File: config.mk
export PLATFORM = sky130hd
export DESIGN_NAME = core_platform_top
export DESIGN_NICKNAME = d
export VERILOG_FILES = /design/src/hdl/core_pkg.sv /design/src/hdl/core_counters.sv /design/src/hdl/core_interrupts.sv /design/src/hdl/core_mmio_mux.sv /design/src/hdl/core_platform_top.sv
export VERILOG_INCLUDE_DIRS = /design/src /design/src/hdl
export SDC_FILE = /design/constraint.sdc
export NUM_CORES = 1
export LEC_CHECK = 0
export ABC_AREA = 0
export BUFFER_PORTS_ARGS = -buffer_cell sky130_fd_sc_hd__buf_4
export CAP_MARGIN = 40
export CORE_MARGIN = 5
export CORE_UTILIZATION = 55
export CTS_CLUSTER_DIAMETER = 60
export DETAILED_ROUTE_END_ITERATION = 7
export GPL_TIMING_DRIVEN = 0
export PLACE_DENSITY = 0.82
export SLEW_MARGIN = 15
export SYNTH_ARGS = -nofsm -noshare
export SYNTH_HDL_FRONTEND = slang
export SYNTH_SLANG_ARGS = --single-unit
export TNS_END_PERCENT = 20
File: constraint.sdc
create_clock -name g_clk -period 3.4 [get_ports g_clk]
set_input_delay 0.34 -clock g_clk [delete_from_list [all_inputs] [get_ports g_clk]]
set_output_delay 0.34 -clock g_clk [all_outputs]
set_load 0.02 [all_outputs]
File: src/hdl/core_params.svh
// Fixed widths, MMIO window, timer register map and interrupt codes.
// Included by the package and by every RTL module that needs a constant.
`ifndef CORE_PARAMS_SVH
`define CORE_PARAMS_SVH

// ----------------------------------------
// Data memory bus
`define MEM_ADDR_W      32                      // Address bits
`define MEM_DATA_W      32                      // Data bits
`define MEM_STRB_W      4                       // One strobe per byte lane

// ----------------------------------------
// MMIO window and timer register offsets
`define MMIO_BASE_ADDR  32'h0001_0000           // Timer block base
`define MMIO_BASE_MASK  32'hFFFF_FFF0           // 16 byte window
`define MTIME_LO_OFF    4'h0                    // mtime bits 31:0
`define MTIME_HI_OFF    4'h4                    // mtime bits 63:32
`define MTIMECMP_LO_OFF 4'h8                    // mtimecmp bits 31:0
`define MTIMECMP_HI_OFF 4'hC                    // mtimecmp bits 63:32

// ----------------------------------------
// Interrupt codes and reset values
`define INT_CODE_MSI    32'd3                   // Machine software
`define INT_CODE_MTI    32'd7                   // Machine timer
`define INT_CODE_MEI    32'd11                  // Machine external
`define MTVEC_MODE_VEC  2'd1                    // Vectored mode, 0 is direct
`define MTIMECMP_RESET  64'hFFFF_FFFF_FFFF_FFFF // Timer never fires out of reset

`endif

File: src/hdl/core_pkg.sv
// Shared bus and interrupt types for the data-memory and interrupt slice.
// Modules name these with core_pkg:: in their ports and import the package
// in their bodies where they need more.
`include "core_params.svh"

package core_pkg;

    // ----------------------------------------
    // Data memory bus, req/gnt handshake
    typedef struct packed {
        logic                   req;   // Request held until gnt
        logic [`MEM_ADDR_W-1:0] addr;  // Byte address
        logic                   wen;   // Write when set
        logic [`MEM_STRB_W-1:0] strb;  // Byte lane enables
        logic [`MEM_DATA_W-1:0] wdata; // Write data
    } mem_req_t;

    typedef struct packed {
        logic                   gnt;   // One cycle pulse
        logic                   err;   // Valid with gnt only
        logic [`MEM_DATA_W-1:0] rdata; // Valid with gnt only
    } mem_rsp_t;

    // ----------------------------------------
    // Trap vector register, raw word or decoded fields
    typedef struct packed {
        logic [29:0] base; // Word aligned base
        logic [1:0]  mode; // 0 direct, 1 vectored
    } mtvec_fields_t;

    typedef union packed {
        logic [31:0]   raw;
        mtvec_fields_t f;
    } mtvec_t;

    // ----------------------------------------
    // Interrupt configuration and output
    typedef struct packed {
        logic   mstatus_mie; // Global enable
        logic   mie_meie;    // External enable
        logic   mie_mtie;    // Timer enable
        logic   mie_msie;    // Software enable
        mtvec_t mtvec;
    } int_cfg_t;

    typedef struct packed {
        logic        request; // Level, held until ack
        logic [31:0] cause;   // Bit 31 set plus code
        logic [31:0] tvec;    // Trap target address
    } int_out_t;

endpackage

File: src/hdl/core_counters.sv
// Memory mapped machine timer. Holds the 64-bit mtime and mtimecmp,
// serves word reads and byte-lane writes one cycle after the strobe,
// and raises the timer interrupt level while mtime >= mtimecmp.
`timescale 1ns/1ps
`include "core_params.svh"

module core_counters (
    input  logic                   g_clk,
    input  logic                   i_reset,
    input  logic                   i_mmio_req,   // Held until gnt
    input  logic                   i_mmio_wen,
    input  logic [3:0]             i_mmio_off,
    input  logic [`MEM_DATA_W-1:0] i_mmio_wdata,
    input  logic [`MEM_STRB_W-1:0] i_mmio_strb,
    output logic                   o_mmio_gnt,
    output logic                   o_mmio_err,
    output logic [`MEM_DATA_W-1:0] o_mmio_rdata,
    output logic                   o_timer_int   // mtime >= mtimecmp
);

    logic [63:0]            mtime;
    logic [63:0]            mtimecmp;
    logic                   access;     // First cycle of a strobe
    logic                   misaligned; // Not a word access
    logic                   wr_ok;      // Legal write this cycle
    logic [`MEM_DATA_W-1:0] rd_word;    // Addressed register half

    // Merge write data into an old word by byte lane
    function automatic logic [`MEM_DATA_W-1:0] merge_lanes(
        input logic [`MEM_DATA_W-1:0] old_word,
        input logic [`MEM_DATA_W-1:0] new_word,
        input logic [`MEM_STRB_W-1:0] strb
    );
        logic [`MEM_DATA_W-1:0] result;
        result = old_word;
        for (int i = 0; i < `MEM_STRB_W; i++) begin
            if (strb[i]) begin
                result[8*i +: 8] = new_word[8*i +: 8];
            end
        end
        return result;
    endfunction

    // ----------------------------------------
    // Access decode
    assign access     = i_mmio_req && !o_mmio_gnt; // Gnt cycle is not a new access
    assign misaligned = |i_mmio_off[1:0];
    assign wr_ok      = access && i_mmio_wen && !misaligned;

    always_comb begin
        case (i_mmio_off)
            `MTIME_LO_OFF:    rd_word = mtime[31:0];
            `MTIME_HI_OFF:    rd_word = mtime[63:32];
            `MTIMECMP_LO_OFF: rd_word = mtimecmp[31:0];
            `MTIMECMP_HI_OFF: rd_word = mtimecmp[63:32];
            default:          rd_word = '0; // Misaligned offsets read zero
        endcase
    end

    // ----------------------------------------
    // Timer registers

    // Free running except in a cycle that writes it
    always_ff @(posedge g_clk) begin
        if (i_reset) begin
            mtime <= '0;
        end else if (wr_ok && i_mmio_off == `MTIME_LO_OFF) begin
            mtime[31:0] <= merge_lanes(mtime[31:0], i_mmio_wdata, i_mmio_strb);
        end else if (wr_ok && i_mmio_off == `MTIME_HI_OFF) begin
            mtime[63:32] <= merge_lanes(mtime[63:32], i_mmio_wdata, i_mmio_strb);
        end else begin
            mtime <= mtime + 64'd1;
        end
    end

    always_ff @(posedge g_clk) begin
        if (i_reset) begin
            mtimecmp <= `MTIMECMP_RESET;
        end else if (wr_ok && i_mmio_off == `MTIMECMP_LO_OFF) begin
            mtimecmp[31:0] <= merge_lanes(mtimecmp[31:0], i_mmio_wdata, i_mmio_strb);
        end else if (wr_ok && i_mmio_off == `MTIMECMP_HI_OFF) begin
            mtimecmp[63:32] <= merge_lanes(mtimecmp[63:32], i_mmio_wdata, i_mmio_strb);
        end
    end

    // ----------------------------------------
    // Response and interrupt level
    always_ff @(posedge g_clk) begin
        if (i_reset) begin
            o_mmio_gnt  <= 1'b0;
            o_mmio_err  <= 1'b0;
            o_timer_int <= 1'b0;
        end else begin
            o_mmio_gnt  <= access;               // Exactly one cycle later
            o_mmio_err  <= access && misaligned;
            o_timer_int <= mtime >= mtimecmp;    // Sees a write after its gnt
        end
    end

    always_ff @(posedge g_clk) begin
        if (access) begin
            o_mmio_rdata <= rd_word;
        end
    end

    // ----------------------------------------
    // Assertions
    a_gnt_pulse: assert property (@(posedge g_clk) disable iff (i_reset)
        o_mmio_gnt |=> !o_mmio_gnt)
        else $error("MMIO gnt high two cycles running");

endmodule

File: src/hdl/core_interrupts.sv
// Machine interrupt controller. Latches the pending lines, masks them with
// the enables, picks external, then software, then timer, and presents the
// cause and trap vector until the pipeline acknowledges them.
`timescale 1ns/1ps
`include "core_params.svh"

module core_interrupts (
    input  logic               g_clk,
    input  logic               i_reset,
    input  logic               i_int_sw,    // Software interrupt line
    input  logic               i_int_ext,   // External interrupt line
    input  logic               i_timer_int, // From the timer block
    input  core_pkg::int_cfg_t i_cfg,       // Enables and mtvec
    input  logic               i_int_ack,   // Pulse, interrupt taken
    output core_pkg::int_out_t o_int
);

    import core_pkg::*;

    logic [2:0]  pend_q;  // {ext, sw, timer}
    logic [2:0]  live;    // Pending and enabled
    logic [31:0] code;    // Winning cause code
    logic [31:0] base;    // Byte address of the vector table
    int_out_t    nxt;     // Candidate output

    // ----------------------------------------
    // Pending latches
    always_ff @(posedge g_clk) begin
        if (i_reset) begin
            pend_q <= '0;
        end else begin
            pend_q <= {i_int_ext, i_int_sw, i_timer_int};
        end
    end

    assign live = pend_q & {i_cfg.mie_meie, i_cfg.mie_msie, i_cfg.mie_mtie}
                & {3{i_cfg.mstatus_mie}};

    // ----------------------------------------
    // Priority and vector
    always_comb begin
        if (live[2]) begin
            code = `INT_CODE_MEI;
        end else if (live[1]) begin
            code = `INT_CODE_MSI;
        end else begin
            code = `INT_CODE_MTI;
        end
    end

    assign base = {i_cfg.mtvec.f.base, 2'b00};

    always_comb begin
        nxt.request = |live;
        nxt.cause   = nxt.request ? (32'h8000_0000 | code) : '0;
        nxt.tvec    = (i_cfg.mtvec.f.mode == `MTVEC_MODE_VEC) ? base + (code << 2) : base;
    end

    // ----------------------------------------
    // Output register, frozen while an unacked request stands
    always_ff @(posedge g_clk) begin
        if (i_reset) begin
            o_int <= '0;
        end else if (!o_int.request || i_int_ack) begin
            o_int <= nxt; // Re-evaluated the cycle after ack
        end
    end

    // ----------------------------------------
    // Assertions
    a_hold: assert property (@(posedge g_clk) disable iff (i_reset)
        o_int.request && !i_int_ack |=> $stable(o_int.cause) && $stable(o_int.tvec))
        else $error("interrupt cause or vector moved before ack");

endmodule

File: src/hdl/core_mmio_mux.sv
// Data bus splitter. Requests inside the MMIO window go to the timer block,
// all others pass straight to the external bus. The response of the
// selected side is returned to the pipeline in the same cycle.
`timescale 1ns/1ps
`include "core_params.svh"

module core_mmio_mux (
    input  logic                   g_clk,
    input  logic                   i_reset,
    input  core_pkg::mem_req_t     i_req,        // From the pipeline
    output core_pkg::mem_rsp_t     o_rsp,        // To the pipeline
    output core_pkg::mem_req_t     o_ext_req,    // To external memory
    input  core_pkg::mem_rsp_t     i_ext_rsp,    // From external memory
    output logic                   o_mmio_req,   // Timer block strobe
    output logic                   o_mmio_wen,
    output logic [3:0]             o_mmio_off,   // Offset inside window
    output logic [`MEM_DATA_W-1:0] o_mmio_wdata,
    output logic [`MEM_STRB_W-1:0] o_mmio_strb,
    input  logic                   i_mmio_gnt,
    input  logic                   i_mmio_err,
    input  logic [`MEM_DATA_W-1:0] i_mmio_rdata
);

    import core_pkg::*;

    logic     in_window; // Held address hits the timer block
    mem_rsp_t mmio_rsp;  // Timer response in bus form

    // ----------------------------------------
    // Address decode
    assign in_window = (i_req.addr & `MMIO_BASE_MASK) == `MMIO_BASE_ADDR;

    // ----------------------------------------
    // Request routing
    always_comb begin
        o_ext_req     = i_req;                    // Payload passes unchanged
        o_ext_req.req = i_req.req && !in_window;  // Only req is steered
    end

    assign o_mmio_req   = i_req.req && in_window;
    assign o_mmio_wen   = i_req.wen;
    assign o_mmio_off   = i_req.addr[3:0];        // Low nibble picks register
    assign o_mmio_wdata = i_req.wdata;
    assign o_mmio_strb  = i_req.strb;

    // ----------------------------------------
    // Response select
    assign mmio_rsp.gnt   = i_mmio_gnt;
    assign mmio_rsp.err   = i_mmio_err;
    assign mmio_rsp.rdata = i_mmio_rdata;

    // Address is stable until gnt, so the decode still holds in the gnt cycle
    assign o_rsp = in_window ? mmio_rsp : i_ext_rsp;

    // ----------------------------------------
    // Assertions

    // Pipeline keeps the request and its address until it is granted
    a_req_held: assert property (@(posedge g_clk) disable iff (i_reset)
        i_req.req && !o_rsp.gnt |=> i_req.req && $stable(i_req.addr))
        else $error("data request dropped or moved before gnt");

    // External memory and timer block never answer together
    a_one_gnt: assert property (@(posedge g_clk) disable iff (i_reset)
        !(i_ext_rsp.gnt && i_mmio_gnt))
        else $error("external and MMIO grant in one cycle");

endmodule

File: src/hdl/core_platform_top.sv
// Data-memory and interrupt platform. Splits the pipeline data bus between
// external memory and the timer block, and feeds the timer, software and
// external lines to the interrupt controller.
`timescale 1ns/1ps
`include "core_params.svh"

module core_platform_top (
    input  logic               g_clk,
    input  logic               i_reset,
    input  core_pkg::mem_req_t i_dmem,     // Pipeline data request
    output core_pkg::mem_rsp_t o_dmem,     // Pipeline data response
    output core_pkg::mem_req_t o_ext_dmem, // External memory request
    input  core_pkg::mem_rsp_t i_ext_dmem, // External memory response
    input  logic               i_int_sw,
    input  logic               i_int_ext,
    input  core_pkg::int_cfg_t i_int_cfg,  // Enables and mtvec
    input  logic               i_int_ack,
    output core_pkg::int_out_t o_int
);

    // ----------------------------------------
    // Mux to timer block
    logic                   mmio_req;
    logic                   mmio_wen;
    logic [3:0]             mmio_off;
    logic [`MEM_DATA_W-1:0] mmio_wdata;
    logic [`MEM_STRB_W-1:0] mmio_strb;
    logic                   mmio_gnt;
    logic                   mmio_err;
    logic [`MEM_DATA_W-1:0] mmio_rdata;
    logic                   timer_int;  // Timer level to the controller

    core_mmio_mux u_mmio_mux (
        .g_clk        (g_clk),
        .i_reset      (i_reset),
        .i_req        (i_dmem),
        .o_rsp        (o_dmem),
        .o_ext_req    (o_ext_dmem),
        .i_ext_rsp    (i_ext_dmem),
        .o_mmio_req   (mmio_req),
        .o_mmio_wen   (mmio_wen),
        .o_mmio_off   (mmio_off),
        .o_mmio_wdata (mmio_wdata),
        .o_mmio_strb  (mmio_strb),
        .i_mmio_gnt   (mmio_gnt),
        .i_mmio_err   (mmio_err),
        .i_mmio_rdata (mmio_rdata)
    );

    core_counters u_counters (
        .g_clk        (g_clk),
        .i_reset      (i_reset),
        .i_mmio_req   (mmio_req),
        .i_mmio_wen   (mmio_wen),
        .i_mmio_off   (mmio_off),
        .i_mmio_wdata (mmio_wdata),
        .i_mmio_strb  (mmio_strb),
        .o_mmio_gnt   (mmio_gnt),
        .o_mmio_err   (mmio_err),
        .o_mmio_rdata (mmio_rdata),
        .o_timer_int  (timer_int)
    );

    core_interrupts u_interrupts (
        .g_clk       (g_clk),
        .i_reset     (i_reset),
        .i_int_sw    (i_int_sw),
        .i_int_ext   (i_int_ext),
        .i_timer_int (timer_int),
        .i_cfg       (i_int_cfg),
        .i_int_ack   (i_int_ack),
        .o_int       (o_int)
    );

    // Controller decodes only direct and vectored, modes 2 and 3 are reserved
    a_mtvec_mode: assert property (@(posedge g_clk) disable iff (i_reset)
        i_int_cfg.mtvec.raw[1:0] < 2'd2)
        else $error("reserved mtvec mode");

endmodule

==> results.sh <==
export IMPL_hold_viol_final=0
export IMPL_cts_hold_repair_buffers=0
export IMPL_worst_hold_startpoint="i_int_ext"
export IMPL_wire_length_of_the_first_global_routing_pass_um=84560
export IMPL_final_net_count=2121
export IMPL_clock_tree_from_tritoncts="yes"
export IMPL_syn_area_um2=13160
export IMPL_synthMostInstantiatedCell="dfxtp_1"
export IMPL_overall_power_of_the_completed_layout_mw=5.430
export IMPL_endpoint_worst_hold="u_interrupts.pend_q[2]$_SDFF_PP0_"
export IMPL_post_dp_hpwl_um=44850
export IMPL_post_drt_wl_per_cell_um=25.74
export IMPL_yosys_area_top_type="dfxtp_1"
export IMPL_antenna_cells=0
export IMPL_power_share_clock_pct=38.9
export IMPL_leakagePower_nw=7.690
export IMPL_cts_buffers=17
export IMPL_skew_ns=0.01391
export IMPL_finish_utilization_pct=70.31
export IMPL_worst_slew_pin_slew_ns=0.9544
export IMPL_pin_count=314
export IMPL_comb_power_share_pct=16.1
export IMPL_synthToLayoutAreaGrowth_pct=25.75
export IMPL_cts_resized=3
export IMPL_worst_setup_margin_ns=-0.004036
export IMPL_swShare_pct=29.06
export IMPL_detailroute_via_count=14630
export IMPL_grt_antenna_before_repair=1
export IMPL_grt_pass1_vias=14230
export IMPL_floorplan_initialDensity_pct=55.91
export IMPL_die_area_um2=27130
export IMPL_violations="setup timing"
export IMPL_power_internal_mw=3.852
export IMPL_share_of_final_layout_standard_cells_stronger_than_drive_strength_1_pct=27.12
export IMPL_place_port_buffers=282
export IMPL_postRouteAntennaNets=0
export IMPL_netlist_cell_type_count=87
export IMPL_postSynthCellCount=1564
export IMPL_place_gp_congestion=1.046
export IMPL_grt_resource_usage_total_pct=41.50
export IMPL_worstReg2RegEnd="u_counters.mtime[60]$_SDFFE_PP0P_"
export IMPL_fillers=1958
export IMPL_htree_levels=4
export IMPL_global_route_overflow_total=0
export IMPL_numClockSinks=199
export IMPL_power_density_nw_per_um2=328.0
export IMPL_die_width_um=164.7
export IMPL_synthDominantCellAreaShare_pct=25.40
export IMPL_start_kind="input port"
export IMPL_remaining_drc_errors=0
export IMPL_synthesis_yosys_warnings=0
export IMPL_maxSlewHeadroom_pct=36.37
export IMPL_cp_required_ns=3.73
export IMPL_ys_seq_area_share_pct=32.70
export IMPL_cp_data_arrival_time_ns=3.73
export IMPL_hold_path_class="in2reg"
export IMPL_crit_path_class="in2reg"
export IMPL_dieHeight_um=164.7
export IMPL_rr_worst_depth=7
export IMPL_synth_edf_count=32
export IMPL_clkTransAtPathRegs_ns=0.08
export IMPL_max_cap_violations=0
export IMPL_clockRootBuffer="clkbuf_16"
export IMPL_flops_latches_synth=199
export IMPL_worst_ir_drop_vdd_mv=0.3168
export IMPL_whs_path_depth=2
export IMPL_cts_post_setup_buffers_inserted=0
export IMPL_setup_viol_count_final=1
export IMPL_unrepaired_setup_endpoints_after_global_routing="no"
export IMPL_ys_async_sr_fraction_pct=0
export IMPL_power_frac_seq_pct=45.0
export IMPL_synthesized_area_per_cell_um2=8.416
export IMPL_postSynth_topFlopCell="dfxtp_1"
export IMPL_placement_rows=56
export IMPL_clkLatencyLatePin_ns=0.44
export IMPL_synth_area_leaders="dfxtp_1 25%, edfxtp_1 7.3%, ha_1 6.5%"
export IMPL_synth_top_cells_by_count="167 x dfxtp_1, 154 x nand2_1, 102 x buf_4"
export IMPL_worst_r2r_start="u_counters.mtime[6]$_SDFFE_PP0P_"
export IMPL_netSwitchingPower_mw=1.578
export IMPL_final_count_of_pins_violating_max_slew=0
export IMPL_grt_max_degree=27
export IMPL_place_detailed_instances=2205
export IMPL_drtIter0Drc=2242
export IMPL_period_share_pct=100.1
export IMPL_maximum_fanout_count_along_the_critical_path=10
export IMPL_final_cell_count_no_fill=2240
export IMPL_finalWorstPathRequiredPeriod_ns=3.404
export IMPL_result_of_the_run="finished, violations left"
export IMPL_via_per_inst=6.530
export IMPL_clock_path_buffers=2
export IMPL_r2r_slack_ns=0.16
export IMPL_drt_first_pass_iters=8
export IMPL_routed_wirelength_um=57670
export IMPL_highest_attainable_clock_frequency_mhz=293.8
export IMPL_crit_path_end_kind="flop"
export IMPL_coreArea_um2=23540
-- registers in the layout, summed over array words and instances, names as in the netlist --
name / cells
u_counters.mtime: 64
u_counters.mtimecmp: 64
u_counters.o_mmio_err: 1
u_counters.o_mmio_gnt: 1
u_counters.o_mmio_rdata: 32
u_counters.o_timer_int: 1
u_interrupts.o_int: 33
u_interrupts.pend_q: 3
-- layout by cell type (no fill, tap or decap), types with 15 or more instances in the layout --
master,count
a22o_1,20
a21oi_1,84
nor3_1,31
nand2_1,154
a211oi_1,37
clkbuf_1,61
dfxtp_1,167
buf_4,388
mux2i_1,39
o211ai_1,37
and3_1,33
xnor2_1,20
clkbuf_16,17
nor4_1,31
buf_2,15
conb_1,29
mux2_2,37
inv_1,86
nand3_1,49
a221o_1,31
nor2_1,87
nand4_1,39
o21ai_0,85
ha_1,68
edfxtp_1,32
-- worst max-delay path by stage --
| stage | start | endpoint | slack (ns) | cells past startpoint |
|---|---|---|---|---|
| floorplan | i_dmem[51] | u_counters.o_mmio_rdata[0]$_DFFE_PN_ | 0.32 | 5 |
| global placement | i_dmem[51] | u_counters.o_mmio_rdata[5]$_DFFE_PN_ | -1.25 | 6 |
| detailed placement | i_dmem[51] | o_dmem[31] | -0.30 | 8 |
| CTS | i_dmem[51] | o_dmem[31] | 0.04 | 8 |
| global route | i_dmem[56] | o_dmem[27] | 0.06 | 8 |
| finish | i_dmem[39] | u_counters.mtime[25]$_SDFFE_PP0P_ | -0.004 | 7 |
-- power groups by stage --
stage               Sequential [mW]  Combinational [mW]  Clock [mW]
global route                   2.45               0.914        2.19
global placement               2.50               0.838           0
finish                         2.44               0.875        2.11
CTS                            2.44               0.857        2.09
detailed placement             2.50               0.855           0
floorplan                      2.52               0.387           0
-- kinds of logic after synthesis --
family	count (synthesis)	share of synthesized area, %
AOI/OAI and AO/OA	400	20.87
and+or+nand+nor	519	20.91
xor gates and xnor gates	25	1.663
DFF	199	32.70
other	1	0.02849
buffers and inverters	276	11.23
muxes	76	6.131
adders and majority gates	68	6.464
-- critical path: stages --
cell and delay (ns):
clkbuf_1 0.16, nor4_1 0.61, clkbuf_1 0.70, nand4_1 0.81
nor2_1 0.73, nor3_1 0.10, nor4_1 0.27
-- per-layer routing --
metal  track usage (%)  vias to the layer above  share of wire (%)
met2             63.23                     1212                 43
met5                 0                        -              0.016
met1             51.83                     6771                 36
met3             12.33                      275                 14
met4             24.99                        2                6.5
li1                  -                     6368                  -
-- per-stage QoR --
step / worst slack (ns) / hold slack (ns) / TNS, ns / instance area (um2)
finish: -0.004036 / 0.1033 / -0.004036 / 16550
global route: 0.05846 / 0.1243 / 0 / 16550
CTS: 0.04332 / 0.09857 / 0 / 16520
detailed placement: -0.2995 / 0.4550 / -16.75 / 15930
global placement: -1.248 / 0.4356 / -84.02 / 15780
floorplan: 0.3194 / 0.4138 / 0 / 13270
-- area by class of cell --
class                      instances  area [um2]  area share [%]
clock buffer                      17       425.4           2.570
timing repair buffer             297        2273           13.73
clock inverter                    15       160.2          0.9676
inverter                          88       330.3           1.996
sequential                       199        4304           26.00
buffer                           188        1151           6.954
multi-input combinational       1117        7508           45.36
tap                              319       399.1           2.411
No activity file was read; power rests on OpenSTA's default activity.
